===== src/common/trace_settings.svh =====
////////////////////
// sizing macros for the commit trace unit
// included by packages and RTL that size ports or storage
////////////////////

`ifndef TRACE_SETTINGS_SVH
`define TRACE_SETTINGS_SVH

// data and address width of the watched buses
`define TRACE_XLEN 32

// register index width, 32 GPRs
`define TRACE_GLOG 5

// record buffer depth and drop counter width
`define TRACE_FIFO_DEPTH 8
`define TRACE_DROP_W 16

`endif

===== src/common/trace_pkg.sv =====
////////////////////
// trace record layout and APB register map
// the record is built by capture, stored by the buffer, read over APB
////////////////////

`include "trace_settings.svh"

package trace_pkg;

  // buffer fill level, wide enough to hold the full depth
  typedef logic [$clog2(`TRACE_FIFO_DEPTH+1)-1:0] trace_lvl_t;

  // one committed instruction
  typedef struct packed {
    // fetch address and instruction
    logic [`TRACE_XLEN-1:0] pc;
    logic [`TRACE_XLEN-1:0] insn;
    // last nonzero register write in the window
    logic                   gpr_vld;
    logic [`TRACE_GLOG-1:0] gpr_wid;
    logic [`TRACE_XLEN-1:0] gpr_wdt;
    // last load or store in the window
    logic                   lsu_vld;
    logic                   lsu_wen;
    logic [`TRACE_XLEN-1:0] lsu_adr;
    // store data or load response
    logic [`TRACE_XLEN-1:0] lsu_dat;
  } trace_rec_t;

  // APB word addresses, byte address is index*4
  typedef enum logic [2:0] {
    REG_STATUS  = 3'd0,
    REG_PC      = 3'd1,
    REG_INSN    = 3'd2,
    REG_GPR_CTL = 3'd3,
    REG_GPR_DAT = 3'd4,
    REG_LSU_CTL = 3'd5,
    REG_LSU_ADR = 3'd6,
    // reading this one pops the head record
    REG_LSU_DAT = 3'd7
  } trace_reg_e;

endpackage


===== src/common/tcb_pkg.sv =====
////////////////////
// types for the tightly coupled buses (TCB) of the core
// shared by the capture block and the top level
////////////////////

`include "trace_settings.svh"

package tcb_pkg;

  // one bus word, used for address and data alike
  typedef logic [`TRACE_XLEN-1:0] tcb_word_t;

  // request side of a fetch or load/store transfer
  // a transfer happens when vld and rdy are both high,
  // read data follows one cycle later
  typedef struct packed {
    // byte address
    tcb_word_t adr;
    // write enable, always low on the fetch bus
    logic      wen;
    // write data, only meaningful for stores
    tcb_word_t wdt;
  } tcb_req_t;

endpackage


===== src/common/trace_stream_if.sv =====
////////////////////
// head-of-buffer link between record buffer and APB reader
// src side presents records, snk side accepts them with rdy
////////////////////

interface trace_stream_if;

  // head record present
  logic                   vld;
  // consumer takes the head record
  logic                   rdy;
  // head record and current fill level
  trace_pkg::trace_rec_t  rec;
  trace_pkg::trace_lvl_t  lvl;

  // buffer side
  modport src (output vld, output rec, output lvl, input rdy);

  // reader side
  modport snk (input vld, input rec, input lvl, output rdy);

endinterface


===== src/rtl/trace_unit.sv =====
////////////////////
// commit trace unit top level with plain bus ports
// capture feeds the buffer, APB drains it
////////////////////

`include "trace_settings.svh"

module trace_unit (
  input  logic                    tcb_ifu,
  input  logic                    arst_n,
  // instruction fetch bus
  input  logic                    ifu_vld,
  input  logic                    ifu_rdy,
  input  logic [`TRACE_XLEN-1:0]  ifu_adr,
  input  logic [`TRACE_XLEN-1:0]  ifu_rdt,
  // load/store bus
  input  logic                    lsu_vld,
  input  logic                    lsu_rdy,
  input  logic                    lsu_wen,
  input  logic [`TRACE_XLEN-1:0]  lsu_adr,
  input  logic [`TRACE_XLEN-1:0]  lsu_wdt,
  input  logic [`TRACE_XLEN-1:0]  lsu_rdt,
  // register write-back
  input  logic                    gpr_wen,
  input  logic [`TRACE_GLOG-1:0]  gpr_wid,
  input  logic [`TRACE_XLEN-1:0]  gpr_wdt,
  // APB
  input  logic                    psel,
  input  logic                    penable,
  input  logic                    pwrite,
  input  logic [4:0]              paddr,
  input  logic [`TRACE_XLEN-1:0]  pwdata,
  output logic [`TRACE_XLEN-1:0]  prdata,
  output logic                    pready,
  output logic                    pslverr
);

  tcb_pkg::tcb_req_t ifu_req;
  tcb_pkg::tcb_req_t lsu_req;
  logic                    push_vld;
  logic                    push_rdy;
  trace_pkg::trace_rec_t   push_rec;
  logic                    drop_clr;
  logic [`TRACE_DROP_W-1:0] drop_cnt;

  trace_stream_if pop_if ();

  // fetch bus never writes
  assign ifu_req = '{adr: ifu_adr, wen: 1'b0, wdt: '0};
  assign lsu_req = '{adr: lsu_adr, wen: lsu_wen, wdt: lsu_wdt};

  trace_capture trace_capture_i (
    .tcb_ifu, .arst_n,
    .ifu_vld, .ifu_rdy, .ifu_req, .ifu_rdt,
    .lsu_vld, .lsu_rdy, .lsu_req, .lsu_rdt,
    .gpr_wen, .gpr_wid, .gpr_wdt,
    .push_vld, .push_rdy, .push_rec,
    .drop_clr, .drop_cnt
  );

  trace_fifo trace_fifo_i (
    .tcb_ifu, .arst_n,
    .push_vld, .push_rdy, .push_rec,
    .pop (pop_if.src)
  );

  trace_apb_reader trace_apb_reader_i (
    .tcb_ifu, .arst_n,
    .psel, .penable, .pwrite, .paddr, .pwdata,
    .prdata, .pready, .pslverr,
    .pop (pop_if.snk),
    .drop_cnt, .drop_clr
  );

endmodule


===== src/rtl/trace_apb_reader.sv =====
////////////////////
// APB slave for draining trace records word by word
// status sits at 0x00 and the record words above it
// a read of 0x1C pops the head record
////////////////////

`include "trace_settings.svh"

module trace_apb_reader (
  input  logic                     tcb_ifu,
  input  logic                     arst_n,
  // APB
  input  logic                     psel,
  input  logic                     penable,
  input  logic                     pwrite,
  input  logic [4:0]               paddr,
  input  logic [`TRACE_XLEN-1:0]   pwdata,
  output logic [`TRACE_XLEN-1:0]   prdata,
  output logic                     pready,
  output logic                     pslverr,
  // buffer head
  trace_stream_if.snk              pop,
  // drop counter from capture
  input  logic [`TRACE_DROP_W-1:0] drop_cnt,
  output logic                     drop_clr
);

  trace_pkg::trace_reg_e  reg_adr;
  // first access-phase cycle
  logic                   acc_cyc;
  logic [`TRACE_XLEN-1:0] rd_dat;
  logic                   rd_err;
  logic                   err;

  assign reg_adr = trace_pkg::trace_reg_e'(paddr[4:2]);
  assign acc_cyc = psel & penable & ~pready;

  ////////////////////
  // register decode
  ////////////////////

  always_comb begin
    rd_dat = '0;
    rd_err = 1'b0;
    if (reg_adr == trace_pkg::REG_STATUS) begin
      rd_dat[`TRACE_XLEN-1 -: `TRACE_DROP_W] = drop_cnt;
      rd_dat[$bits(trace_pkg::trace_lvl_t)-1:0] = pop.lvl;
    end else if (!pop.vld) begin
      // record words of an empty buffer
      rd_err = 1'b1;
    end else begin
      case (reg_adr)
        trace_pkg::REG_PC:      rd_dat = pop.rec.pc;
        trace_pkg::REG_INSN:    rd_dat = pop.rec.insn;
        trace_pkg::REG_GPR_CTL: begin
          rd_dat[8] = pop.rec.gpr_vld;
          rd_dat[`TRACE_GLOG-1:0] = pop.rec.gpr_wid;
        end
        trace_pkg::REG_GPR_DAT: rd_dat = pop.rec.gpr_wdt;
        trace_pkg::REG_LSU_CTL: rd_dat[1:0] = {pop.rec.lsu_vld, pop.rec.lsu_wen};
        trace_pkg::REG_LSU_ADR: rd_dat = pop.rec.lsu_adr;
        default:                rd_dat = pop.rec.lsu_dat;
      endcase
    end
  end

  // only status is writable
  // misaligned access always fails
  assign err = (paddr[1:0] != 2'b00) |
               (pwrite ? (reg_adr != trace_pkg::REG_STATUS) : rd_err);

  // one wait state before completion
  // pop and clear land in the completing cycle
  always_ff @(posedge tcb_ifu or negedge arst_n) begin
    if (!arst_n) begin
      pready   <= 1'b0;
      pslverr  <= 1'b0;
      pop.rdy  <= 1'b0;
      drop_clr <= 1'b0;
    end else begin
      pready   <= acc_cyc;
      pslverr  <= acc_cyc & err;
      pop.rdy  <= acc_cyc & ~pwrite & ~err & (reg_adr == trace_pkg::REG_LSU_DAT);
      drop_clr <= acc_cyc & pwrite & ~err;
    end
  end

  always_ff @(posedge tcb_ifu) begin
    if (acc_cyc) prdata <= (pwrite || err) ? '0 : rd_dat;
  end

  // penable only inside a selected transfer, raised after a setup phase
  a_apb_setup: assert property (
    @(posedge tcb_ifu) disable iff (!arst_n)
    penable |-> psel && (!$rose(penable) || $past(psel))
  );

  a_apb_wdata: assert property (
    @(posedge tcb_ifu) disable iff (!arst_n)
    acc_cyc && pwrite |-> !$isunknown(pwdata)
  );

endmodule


===== src/rtl/trace_fifo.sv =====
////////////////////
// circular record buffer between capture and APB reader
// head record and level are shown one cycle after a push
////////////////////

`include "trace_settings.svh"

module trace_fifo (
  input  logic                  tcb_ifu,
  input  logic                  arst_n,
  input  logic                  push_vld,
  output logic                  push_rdy,
  input  trace_pkg::trace_rec_t push_rec,
  trace_stream_if.src           pop
);

  localparam int unsigned DEPTH = `TRACE_FIFO_DEPTH;
  localparam int unsigned AW    = (DEPTH > 1) ? $clog2(DEPTH) : 1;

  // record storage
  trace_pkg::trace_rec_t mem [DEPTH];
  logic [AW-1:0]         wptr;
  logic [AW-1:0]         rptr;
  trace_pkg::trace_lvl_t lvl;
  logic                  push_trn;
  logic                  pop_trn;

  // pointer increment with wrap at the depth
  function automatic logic [AW-1:0] ptr_inc(input logic [AW-1:0] ptr);
    return (ptr == AW'(DEPTH-1)) ? '0 : ptr + 1'b1;
  endfunction

  assign push_rdy = (lvl != trace_pkg::trace_lvl_t'(DEPTH));
  assign push_trn = push_vld & push_rdy;
  assign pop_trn  = pop.vld & pop.rdy;

  // head of buffer
  assign pop.vld = (lvl != '0);
  assign pop.rec = mem[rptr];
  assign pop.lvl = lvl;

  always_ff @(posedge tcb_ifu) begin
    if (push_trn) mem[wptr] <= push_rec;
  end

  always_ff @(posedge tcb_ifu or negedge arst_n) begin
    if (!arst_n) begin
      wptr <= '0;
      rptr <= '0;
      lvl  <= '0;
    end else begin
      if (push_trn) wptr <= ptr_inc(wptr);
      if (pop_trn)  rptr <= ptr_inc(rptr);
      // simultaneous push and pop keeps the level
      if (push_trn && !pop_trn)      lvl <= lvl + 1'b1;
      else if (!push_trn && pop_trn) lvl <= lvl - 1'b1;
    end
  end

  a_lvl_max: assert property (
    @(posedge tcb_ifu) disable iff (!arst_n)
    lvl <= trace_pkg::trace_lvl_t'(DEPTH)
  );

  // the reader only takes a head record that is present
  a_lvl_min: assert property (
    @(posedge tcb_ifu) disable iff (!arst_n)
    pop.rdy |-> pop.vld
  );

endmodule


===== src/trace_capture/trace_capture.sv =====
////////////////////
// builds one trace record per fetched instruction
// watches fetch, load/store and write-back, never stalls the core
////////////////////

`include "trace_settings.svh"

module trace_capture (
  input  logic                    tcb_ifu,
  input  logic                    arst_n,
  // instruction fetch bus
  input  logic                    ifu_vld,
  input  logic                    ifu_rdy,
  input  tcb_pkg::tcb_req_t       ifu_req,
  input  logic [`TRACE_XLEN-1:0]  ifu_rdt,
  // load/store bus
  input  logic                    lsu_vld,
  input  logic                    lsu_rdy,
  input  tcb_pkg::tcb_req_t       lsu_req,
  input  logic [`TRACE_XLEN-1:0]  lsu_rdt,
  // register write-back
  input  logic                    gpr_wen,
  input  logic [`TRACE_GLOG-1:0]  gpr_wid,
  input  logic [`TRACE_XLEN-1:0]  gpr_wdt,
  // record push towards the buffer
  output logic                    push_vld,
  input  logic                    push_rdy,
  output trace_pkg::trace_rec_t   push_rec,
  // lost record counter
  input  logic                    drop_clr,
  output logic [`TRACE_DROP_W-1:0] drop_cnt
);

  logic ifu_trn;
  logic lsu_trn;
  logic lsu_ld;
  // fetch response due this cycle
  logic ifu_dly;
  // load response due for the open or the closing record
  logic ld_acc;
  logic ld_cls;
  // a window has been opened since reset
  logic acc_vld;
  logic cls_vld;
  // open window, its next value, a fresh window
  trace_pkg::trace_rec_t acc, acc_nxt, acc_opn;
  // closed record waiting for load data
  trace_pkg::trace_rec_t cls, cls_fin;
  logic [`TRACE_XLEN-1:0] insn;

  assign ifu_trn = ifu_vld & ifu_rdy;
  assign lsu_trn = lsu_vld & lsu_rdy;
  assign lsu_ld  = lsu_trn & ~lsu_req.wen;

  // compressed instructions keep only the low half
  assign insn = (ifu_rdt[1:0] == 2'b11) ? ifu_rdt : {16'h0000, ifu_rdt[15:0]};

  ////////////////////
  // window accumulation
  ////////////////////

  always_comb begin
    acc_nxt = acc;
    if (ifu_dly) acc_nxt.insn = insn;
    // writes to x0 are not recorded
    if (gpr_wen && (gpr_wid != '0)) begin
      acc_nxt.gpr_vld = 1'b1;
      acc_nxt.gpr_wid = gpr_wid;
      acc_nxt.gpr_wdt = gpr_wdt;
    end
    // late load data first, a newer transfer overrides it
    if (ld_acc) acc_nxt.lsu_dat = lsu_rdt;
    if (lsu_trn) begin
      acc_nxt.lsu_vld = 1'b1;
      acc_nxt.lsu_wen = lsu_req.wen;
      acc_nxt.lsu_adr = lsu_req.adr;
      acc_nxt.lsu_dat = lsu_req.wen ? lsu_req.wdt : '0;
    end
  end

  // new window starts with only the fetch address
  always_comb begin
    acc_opn    = '0;
    acc_opn.pc = ifu_req.adr;
  end

  // load transferred in the closing cycle lands here
  always_comb begin
    cls_fin = cls;
    if (ld_cls) cls_fin.lsu_dat = lsu_rdt;
  end

  ////////////////////
  // pipeline control
  ////////////////////

  always_ff @(posedge tcb_ifu or negedge arst_n) begin
    if (!arst_n) begin
      ifu_dly  <= 1'b0;
      ld_acc   <= 1'b0;
      ld_cls   <= 1'b0;
      acc_vld  <= 1'b0;
      cls_vld  <= 1'b0;
      push_vld <= 1'b0;
    end else begin
      ifu_dly  <= ifu_trn;
      ld_acc   <= lsu_ld & ~ifu_trn;
      ld_cls   <= lsu_ld & ifu_trn;
      if (ifu_trn) acc_vld <= 1'b1;
      // first fetch after reset only opens a window
      cls_vld  <= ifu_trn & acc_vld;
      push_vld <= cls_vld;
    end
  end

  always_ff @(posedge tcb_ifu) begin
    acc <= ifu_trn ? acc_opn : acc_nxt;
    if (ifu_trn) cls <= acc_nxt;
    if (cls_vld) push_rec <= cls_fin;
  end

  // saturating count of records lost to a full buffer
  always_ff @(posedge tcb_ifu or negedge arst_n) begin
    if (!arst_n) begin
      drop_cnt <= '0;
    end else if (drop_clr) begin
      drop_cnt <= {{(`TRACE_DROP_W-1){1'b0}}, push_vld & ~push_rdy};
    end else if (push_vld && !push_rdy && (drop_cnt != '1)) begin
      drop_cnt <= drop_cnt + 1'b1;
    end
  end

  // pc of every record comes from a defined address
  a_ifu_adr_known: assert property (
    @(posedge tcb_ifu) disable iff (!arst_n)
    ifu_trn |-> !$isunknown(ifu_req.adr)
  );

endmodule


===== config.mk =====
export PLATFORM = sky130hd
export DESIGN_NAME = trace_unit
export DESIGN_NICKNAME = d
export VERILOG_FILES = /design/src/common/trace_pkg.sv /design/src/common/tcb_pkg.sv /design/src/common/trace_stream_if.sv /design/src/rtl/trace_unit.sv /design/src/rtl/trace_apb_reader.sv /design/src/rtl/trace_fifo.sv /design/src/trace_capture/trace_capture.sv
export VERILOG_INCLUDE_DIRS = /design/src /design/src/common
export SDC_FILE = /design/constraint.sdc
export NUM_CORES = 2
export LEC_CHECK = 0
export ABC_AREA = 1
export BUFFER_PORTS_ARGS = -buffer_cell sky130_fd_sc_hd__buf_2
export CORE_UTILIZATION = 30
export DETAILED_ROUTE_END_ITERATION = 6
export PLACE_DENSITY = 0.48
export SYNTH_ARGS = -nofsm -noshare
export SYNTH_HDL_FRONTEND = slang
export SYNTH_SLANG_ARGS = --single-unit

===== constraint.sdc =====
create_clock -name tcb_ifu -period 25.1 [get_ports tcb_ifu]
set_input_delay 1.255 -clock tcb_ifu [delete_from_list [all_inputs] [get_ports tcb_ifu]]
set_output_delay 1.255 -clock tcb_ifu [all_outputs]
set_load 0.005 [all_outputs]

* Word level (Yosys, flattened, before mapping)
Memory sizes are Yosys's and may differ from the RTL's.
Cells that the tools add are included.
** Cells by class
- Equality and inequality tests :: 12
- $add $sub $neg :: 5
- Bitwise operators :: 25
- Mux-type cells :: 27
- Reduce and logical (&&, ||, !) cells :: 18
** Operators with widths (count)
- 32-bit 2-to-1 mux :: 6
- 168-bit 2-to-1 mux :: 1
- 23-bit case mux with 5 select lines :: 1
- 66-bit 2-to-1 mux :: 1
- 16-bit 2-to-1 mux :: 3
- 38-bit 2-to-1 mux :: 1
- 3-bit == test (second input constant) :: 6
- 3-bit case mux with 6 select lines :: 1
- 1-bit AND :: 17
- 16-bit by 1-bit adder with 16-bit output (second input constant) :: 1
- 16-bit != test (second input constant) :: 1
- 3-bit case mux with 5 select lines :: 1
- 4-bit 2-to-1 mux :: 3
- 2-bit case mux with 6 select lines :: 1
- 1-bit inverter :: 7
- 3-bit by 1-bit adder with 3-bit output (second input constant) :: 2
- 3-bit by 2-bit == test with 1-bit output (second input constant) :: 2
- 3-bit 2-to-1 mux :: 2
- 1-bit case mux with 6 select lines :: 1
- 2-bit nonzero test :: 3
- 1-bit logical AND :: 5
- 1-bit 2-to-1 mux :: 5
- 5-bit nonzero test :: 1
- 4-bit by 1-bit adder with 4-bit output (second input constant) :: 1
- other kinds (12) :: 14
** Storage, ports and cells
- Input port bits :: 245
- Memory bits (writable) :: 1344
- Memories kept :: 1
- Bits in registers :: 572
- Output and inout port bits :: 34
- Logic and storage cells :: 131
** Memory list
- trace_fifo_i.mem :: depth 8, width 168, read ports 1, clocked after Yosys merged registers in 0, write ports 1, RTL line trace_fifo.sv:21 : trace_pkg::trace_rec_t mem [DEPTH];

* Logic depth before layout (Yosys ltp)
- Depth in word-level cells :: 8
- Gate-level depth with buffers :: 14
- Gate-level depth less buffers :: 13

* Hierarchy
From an unflattened synthesis, not the netlist that was laid out.
** Second synthesis, totals
- Cell total of the unflattened synthesis :: 6438
- Area, all modules :: 75298.5 µm²
** Modules (own cells, without submodules)
- trace_fifo :: cells an instance 4552, area each 53894.2 µm², sequential area each 40608.9 µm², times used 1
- trace_capture :: cells an instance 1442, area each 18420.2 µm², sequential area each 14323.7 µm², times used 1
- trace_apb_reader :: cells an instance 443, area each 2980.4 µm², sequential area each 1061.0 µm², times used 1
- trace_unit :: cells an instance 1, area each 3.8 µm², sequential area each 0.0 µm², times used 1

* Worst setup path after synthesis
OpenSTA, ideal clock, no wires.
- Path kind :: register -> register
- Start point :: register trace_fifo_i.lvl[0], in the netlist trace_fifo_i.pop.lvl[0]
- End point :: memory trace_fifo_i.mem[0][0] in the netlist's numbering (enable)
- Path buffers :: 0
- Path slack :: 16.568 ns
- Cell stages (with the launch flop) :: 7
- Clock period less this slack :: 8.532 ns
- Data required time :: 24.402 ns
- Data arrival time :: 7.834 ns
- Setup time :: 0.698 ns
- Cells stage by stage :: dfrtp_1 nor2_1 nand3_1 nand2_1 inv_1 nand2_1 nor2_1
** On the way
- Longest elaborated chain between the ends :: 4
** Ends and longest elaborated chain
- from (decl) :: RTL line trace_fifo.sv:24 : trace_pkg::trace_lvl_t lvl;
- from (signal assigned) :: RTL line trace_fifo.sv:55 : if (push_trn && !pop_trn) lvl <= lvl + 1'b1;
- from (signal assigned) :: RTL line trace_fifo.sv:56 : else if (!push_trn && pop_trn) lvl <= lvl - 1'b1;
- from (signal assigned) :: RTL line trace_fifo.sv:62 : lvl <= trace_pkg::trace_lvl_t'(DEPTH)
- 4-bit != test :: RTL line trace_fifo.sv:33 : assign push_rdy = (lvl != trace_pkg::trace_lvl_t'(DEPTH));
- 1-bit AND :: RTL line trace_fifo.sv:34 : assign push_trn = push_vld & push_rdy;
- via trace_fifo_i.push_trn :: RTL line trace_fifo.sv:25 : logic push_trn;
- 1-bit 2-to-1 mux :: RTL line trace_fifo.sv:43 : if (push_trn) mem[wptr] <= push_rec;
- 1-bit 2-to-1 mux (implied by the code) :: RTL line trace_fifo.sv:43
- to (decl) :: RTL line trace_fifo.sv:21
The timed path passes the listed nets, and every way through them passes these cells.

* Final worst setup path
- Start point :: register trace_fifo_i.rptr[0]
- End point :: register trace_apb_reader_i.prdata[1] (data pin)
** On the way
- Longest elaborated chain between the ends :: 4
** Ends and longest elaborated chain
- from (decl) :: RTL line trace_fifo.sv:23 : logic [AW-1:0] rptr;
- from (signal assigned) :: RTL line trace_fifo.sv:53 : if (pop_trn) rptr <= ptr_inc(rptr);
- memory 8 x 168 bit
- 2-bit case mux with 6 select lines :: RTL line trace_apb_reader.sv:52 : case (reg_adr)
- 32-bit 2-to-1 mux :: RTL line trace_apb_reader.sv:48 : end else if (!pop.vld) begin
- 4-bit 2-to-1 mux :: RTL line trace_apb_reader.sv:45 : if (reg_adr == trace_pkg::REG_STATUS) begin
- to (signal assigned) :: RTL line trace_apb_reader.sv:89 : if (acc_cyc) prdata <= (pwrite || err) ? '0 : rd_dat;
- to (decl) :: RTL line trace_apb_reader.sv:18 : output logic [`TRACE_XLEN-1:0] prdata,
No other way between the ends.
A chain may end at the register's enable or synchronous reset.

==> flow_summary.json <==
{
  "rsz0062_at_grt": "no",
  "fin_area_um2": 85600,
  "clockBufferDepth": 3,
  "cp_common_cell": "nor2_1",
  "finalHoldViolCount": 0,
  "cp_cell_sequence": "buf_4 > buf_12 > buf_4 > nor2_1 > nor2_1 > o21ai_0 > nand2_1 > nor2_1 > nor2_1 > nor2_1 > nand2_1 > nand2_1 > a21oi_1",
  "min_period_ns": 4.76,
  "ys_ff_latch": 1916,
  "finalSetupViolations": 0,
  "critPathArrivalTime_ns": 5.38,
  "grt_usage_pct": 15.9,
  "clock-skew-final_ns": 0.0629,
  "ys_seq_area_share_pct": 75.1,
  "antenna_found_initial": 19,
  "syn_area_per_cell_um2": 12.3,
  "whs_ns": 0.391,
  "met2_usage_pct": 26.3,
  "fin_setup_tns_ns": 0,
  "ios": 279,
  "ir_drop_uv": 63.3,
  "wl_per_cell_um": 20.8,
  "overflow": 0,
  "synth_nets": 6330,
  "placement.io_buffers": 246,
  "cts-htree-levels": 4,
  "slew_violations": 0,
  "drt_pass1_iterations": 5,
  "routed_wl_um": 203000,
  "nNetsFinal": 6513,
  "hpwl_um": 109000,
  "clock-sinks": 1916,
  "cts_root_buffer": "clkbuf_16",
  "gp_congestion": 0.750,
  "syn_inst": 6076,
  "vias_per_cell": 4.63,
  "use_met3_pct": 2.39,
  "cp_slowest_stage_delay_ns": 0.88,
  "final.fill_count": 24100,
  "drt_iter0_markers": 3367,
  "cts_tree": "yes",
  "grt_pass1_wl_um": 296000,
  "dieArea_um2": 251000,
  "grt_max_degree": 189,
  "worstSetupStartpointType": "register",
  "final_layout_size_suffix_gt1_share_pct": 11.7,
  "row_count": 182,
  "crit_fanout": 159,
  "ant_nets": 0,
  "gr-usage-met1_pct": 21.5,
  "path_class": "reg -> reg",
  "hold_class": "reg -> reg",
  "dpl_cell_area_um2": 79100,
  "area_growth_pct": 14.7,
  "num_vias": 45100,
  "ys_warn_count": 0,
  "synth_area_um2": 74600,
  "p_leak_nw": 30.9,
  "postCtsHoldBufs": 0,
  "cpMaxStageDelayCell": "dfrtp_4",
  "start_util_pct": 30.3,
  "route.detailed.drc": 0,
  "end_kind": "register",
  "cap_violations": 0,
  "fin_crit_sh_pct": 18.9,
  "status": "completed",
  "slew_headroom_pct": 23.8,
  "grt.busiest_layer": "met2",
  "clk_pin_slew_ns": 0.06,
  "die_x_um": 501,
  "die_y_um": 501,
  "ctsResizeCount": 0,
  "cts-buffers-inserted": 202,
  "core_um2": 247000,
  "cp.required_ns": 25.72,
  "clk_latency_ns": 0.85,
  "fmax_ghz": 0.210,
  "powerDensity_nw_per_um2": 84.9,
  "worst-slew-pin-transition_ns": 1.13,
  "grt_pass1_vias": 43800,
  "cts_setup_buffers": 0,
  "synth_cell_types": 37
}
## flip-flops by register name, summed over array words and instances (netlist names), 3 cells and up
name                       count
trace_fifo_i.mem            1344
trace_fifo_i.rptr              3
trace_apb_reader_i.prdata     32
trace_fifo_i.wptr              3
trace_capture_i.drop_cnt      16
trace_capture_i.acc          168
trace_capture_i.push_rec     168
trace_fifo_i.pop.lvl           4
trace_capture_i.cls          168
## Yosys cell counts, drive strengths merged
master / n / area (um2)
clkbuf: 163 / 612
o221ai: 21 / 184
a211oi: 3 / 22.5
a21o: 1 / 7.51
nand4: 3 / 18.8
nor4: 1 / 6.26
or2: 70 / 438
mux2: 32 / 360
a32oi: 16 / 140
clkinv: 2 / 8.75
and3: 6 / 37.5
dfxtp: 136 / 2720
nor2: 901 / 3380
xnor2: 3 / 26.3
nand2: 1150 / 4320
fa: 1 / 20.0
buf: 182 / 1070
a21oi: 51 / 255
a41oi: 1 / 8.76
edfxtp: 1744 / 52400
o22ai: 27 / 169
xor2: 3 / 26.3
o21bai: 2 / 15.0
ha: 8 / 100
inv: 364 / 1370
nor3: 20 / 125
nand3: 507 / 2540
o211ai: 96 / 721
dfrtp: 36 / 901
o21ai: 526 / 2630
## critical path, delay by kind of cell, from the launching register on
kind	cells	cell delay, ns
AO/OA/AOI/OAI	2	0.45
AND/OR/NAND/NOR	8	0.84
buffers and inverters	3	2.15
flip-flops	1	0.88
## routing by layer
metal  routed length (um)  part of all wire (%)
met5                   22                 0.011
met4                 5090                   2.5
met3                 9060                   4.5
met2                96800                    48
met1                91900                    45
## cell usage in the layout, fill, tap and decap left out, types with 51 or more instances in the layout
| master | count |
|---|---|
| o211ai_1 | 96 |
| a21oi_1 | 51 |
| dfxtp_1 | 136 |
| inv_1 | 357 |
| edfxtp_1 | 1744 |
| o21ai_0 | 490 |
| or2_2 | 70 |
| nand2_1 | 1148 |
| nor2_1 | 891 |
| buf_2 | 246 |
| buf_4 | 68 |
| nand3_1 | 507 |
| clkbuf_16 | 204 |
## logic make-up after synthesis
logic type	count (synthesis)	share of synthesized area, %
AO/OA/AOI/OAI	744	5.57
XOR/XNOR	6	0.0705
adder cells (fa/ha/maj)	9	0.161
buffers and inverters	711	4.10
flip-flops	1916	75.1
multiplexers	32	0.483
AND/OR/NAND/NOR	2658	14.6
## path summary, 6_finish.rpt
kind	from	endpoint	slack [ns]	cells past startpoint
worst max-delay path	trace_fifo_i.rptr[0]	trace_apb_reader_i.prdata[1]	20.34	13
worst min-delay path	trace_capture_i.cls[101]	trace_capture_i.push_rec[101]	0.39	0
worst max register to register	trace_fifo_i.rptr[0]	trace_apb_reader_i.prdata[1]	20.34	13
worst min register to register	trace_capture_i.cls[101]	trace_capture_i.push_rec[101]	0.39	0
max in group asynchronous	arst_n	trace_fifo_i.rptr[2]	24.07	2
min in group asynchronous	arst_n	trace_apb_reader_i.pready	0.50	2
## cell type report
type / instances / area [um2] / area share [%]
diodes: 6 / 15.0 / 0.0175
clock inverters: 108 / 922 / 1.08
inverters: 366 / 1400 / 1.64
clock buffers: 267 / 5510 / 6.44
well taps: 3312 / 4140 / 4.84
multi-input cells: 3449 / 15700 / 18.3
flip-flops and latches: 1916 / 56000 / 65.4
repair buffers: 324 / 1940 / 2.27
## power breakdown
part	leakage [nW]	internal (mW)	switching (mW)
logic	10.2	0.144	0.436
registers	17.5	3.71	0.0768
clock network	3.17	1.66	1.25
total	30.9	5.51	1.76
## through the flow
stage / power, mW / std cells / setup slack [ns] / utilization (%)
floorplan: 4.23 / 6076 / 16.57 / -
CTS: 7.36 / 9742 / 20.38 / 34.7
global route: 7.55 / 9746 / 19.92 / 34.7
finish: 7.27 / 9748 / 20.34 / 34.7
detailed placement: 4.44 / 9367 / 19.48 / 32.1
global placement: 4.43 / 9367 / 19.53 / 32.1
(Power assumes the default switching activity.)
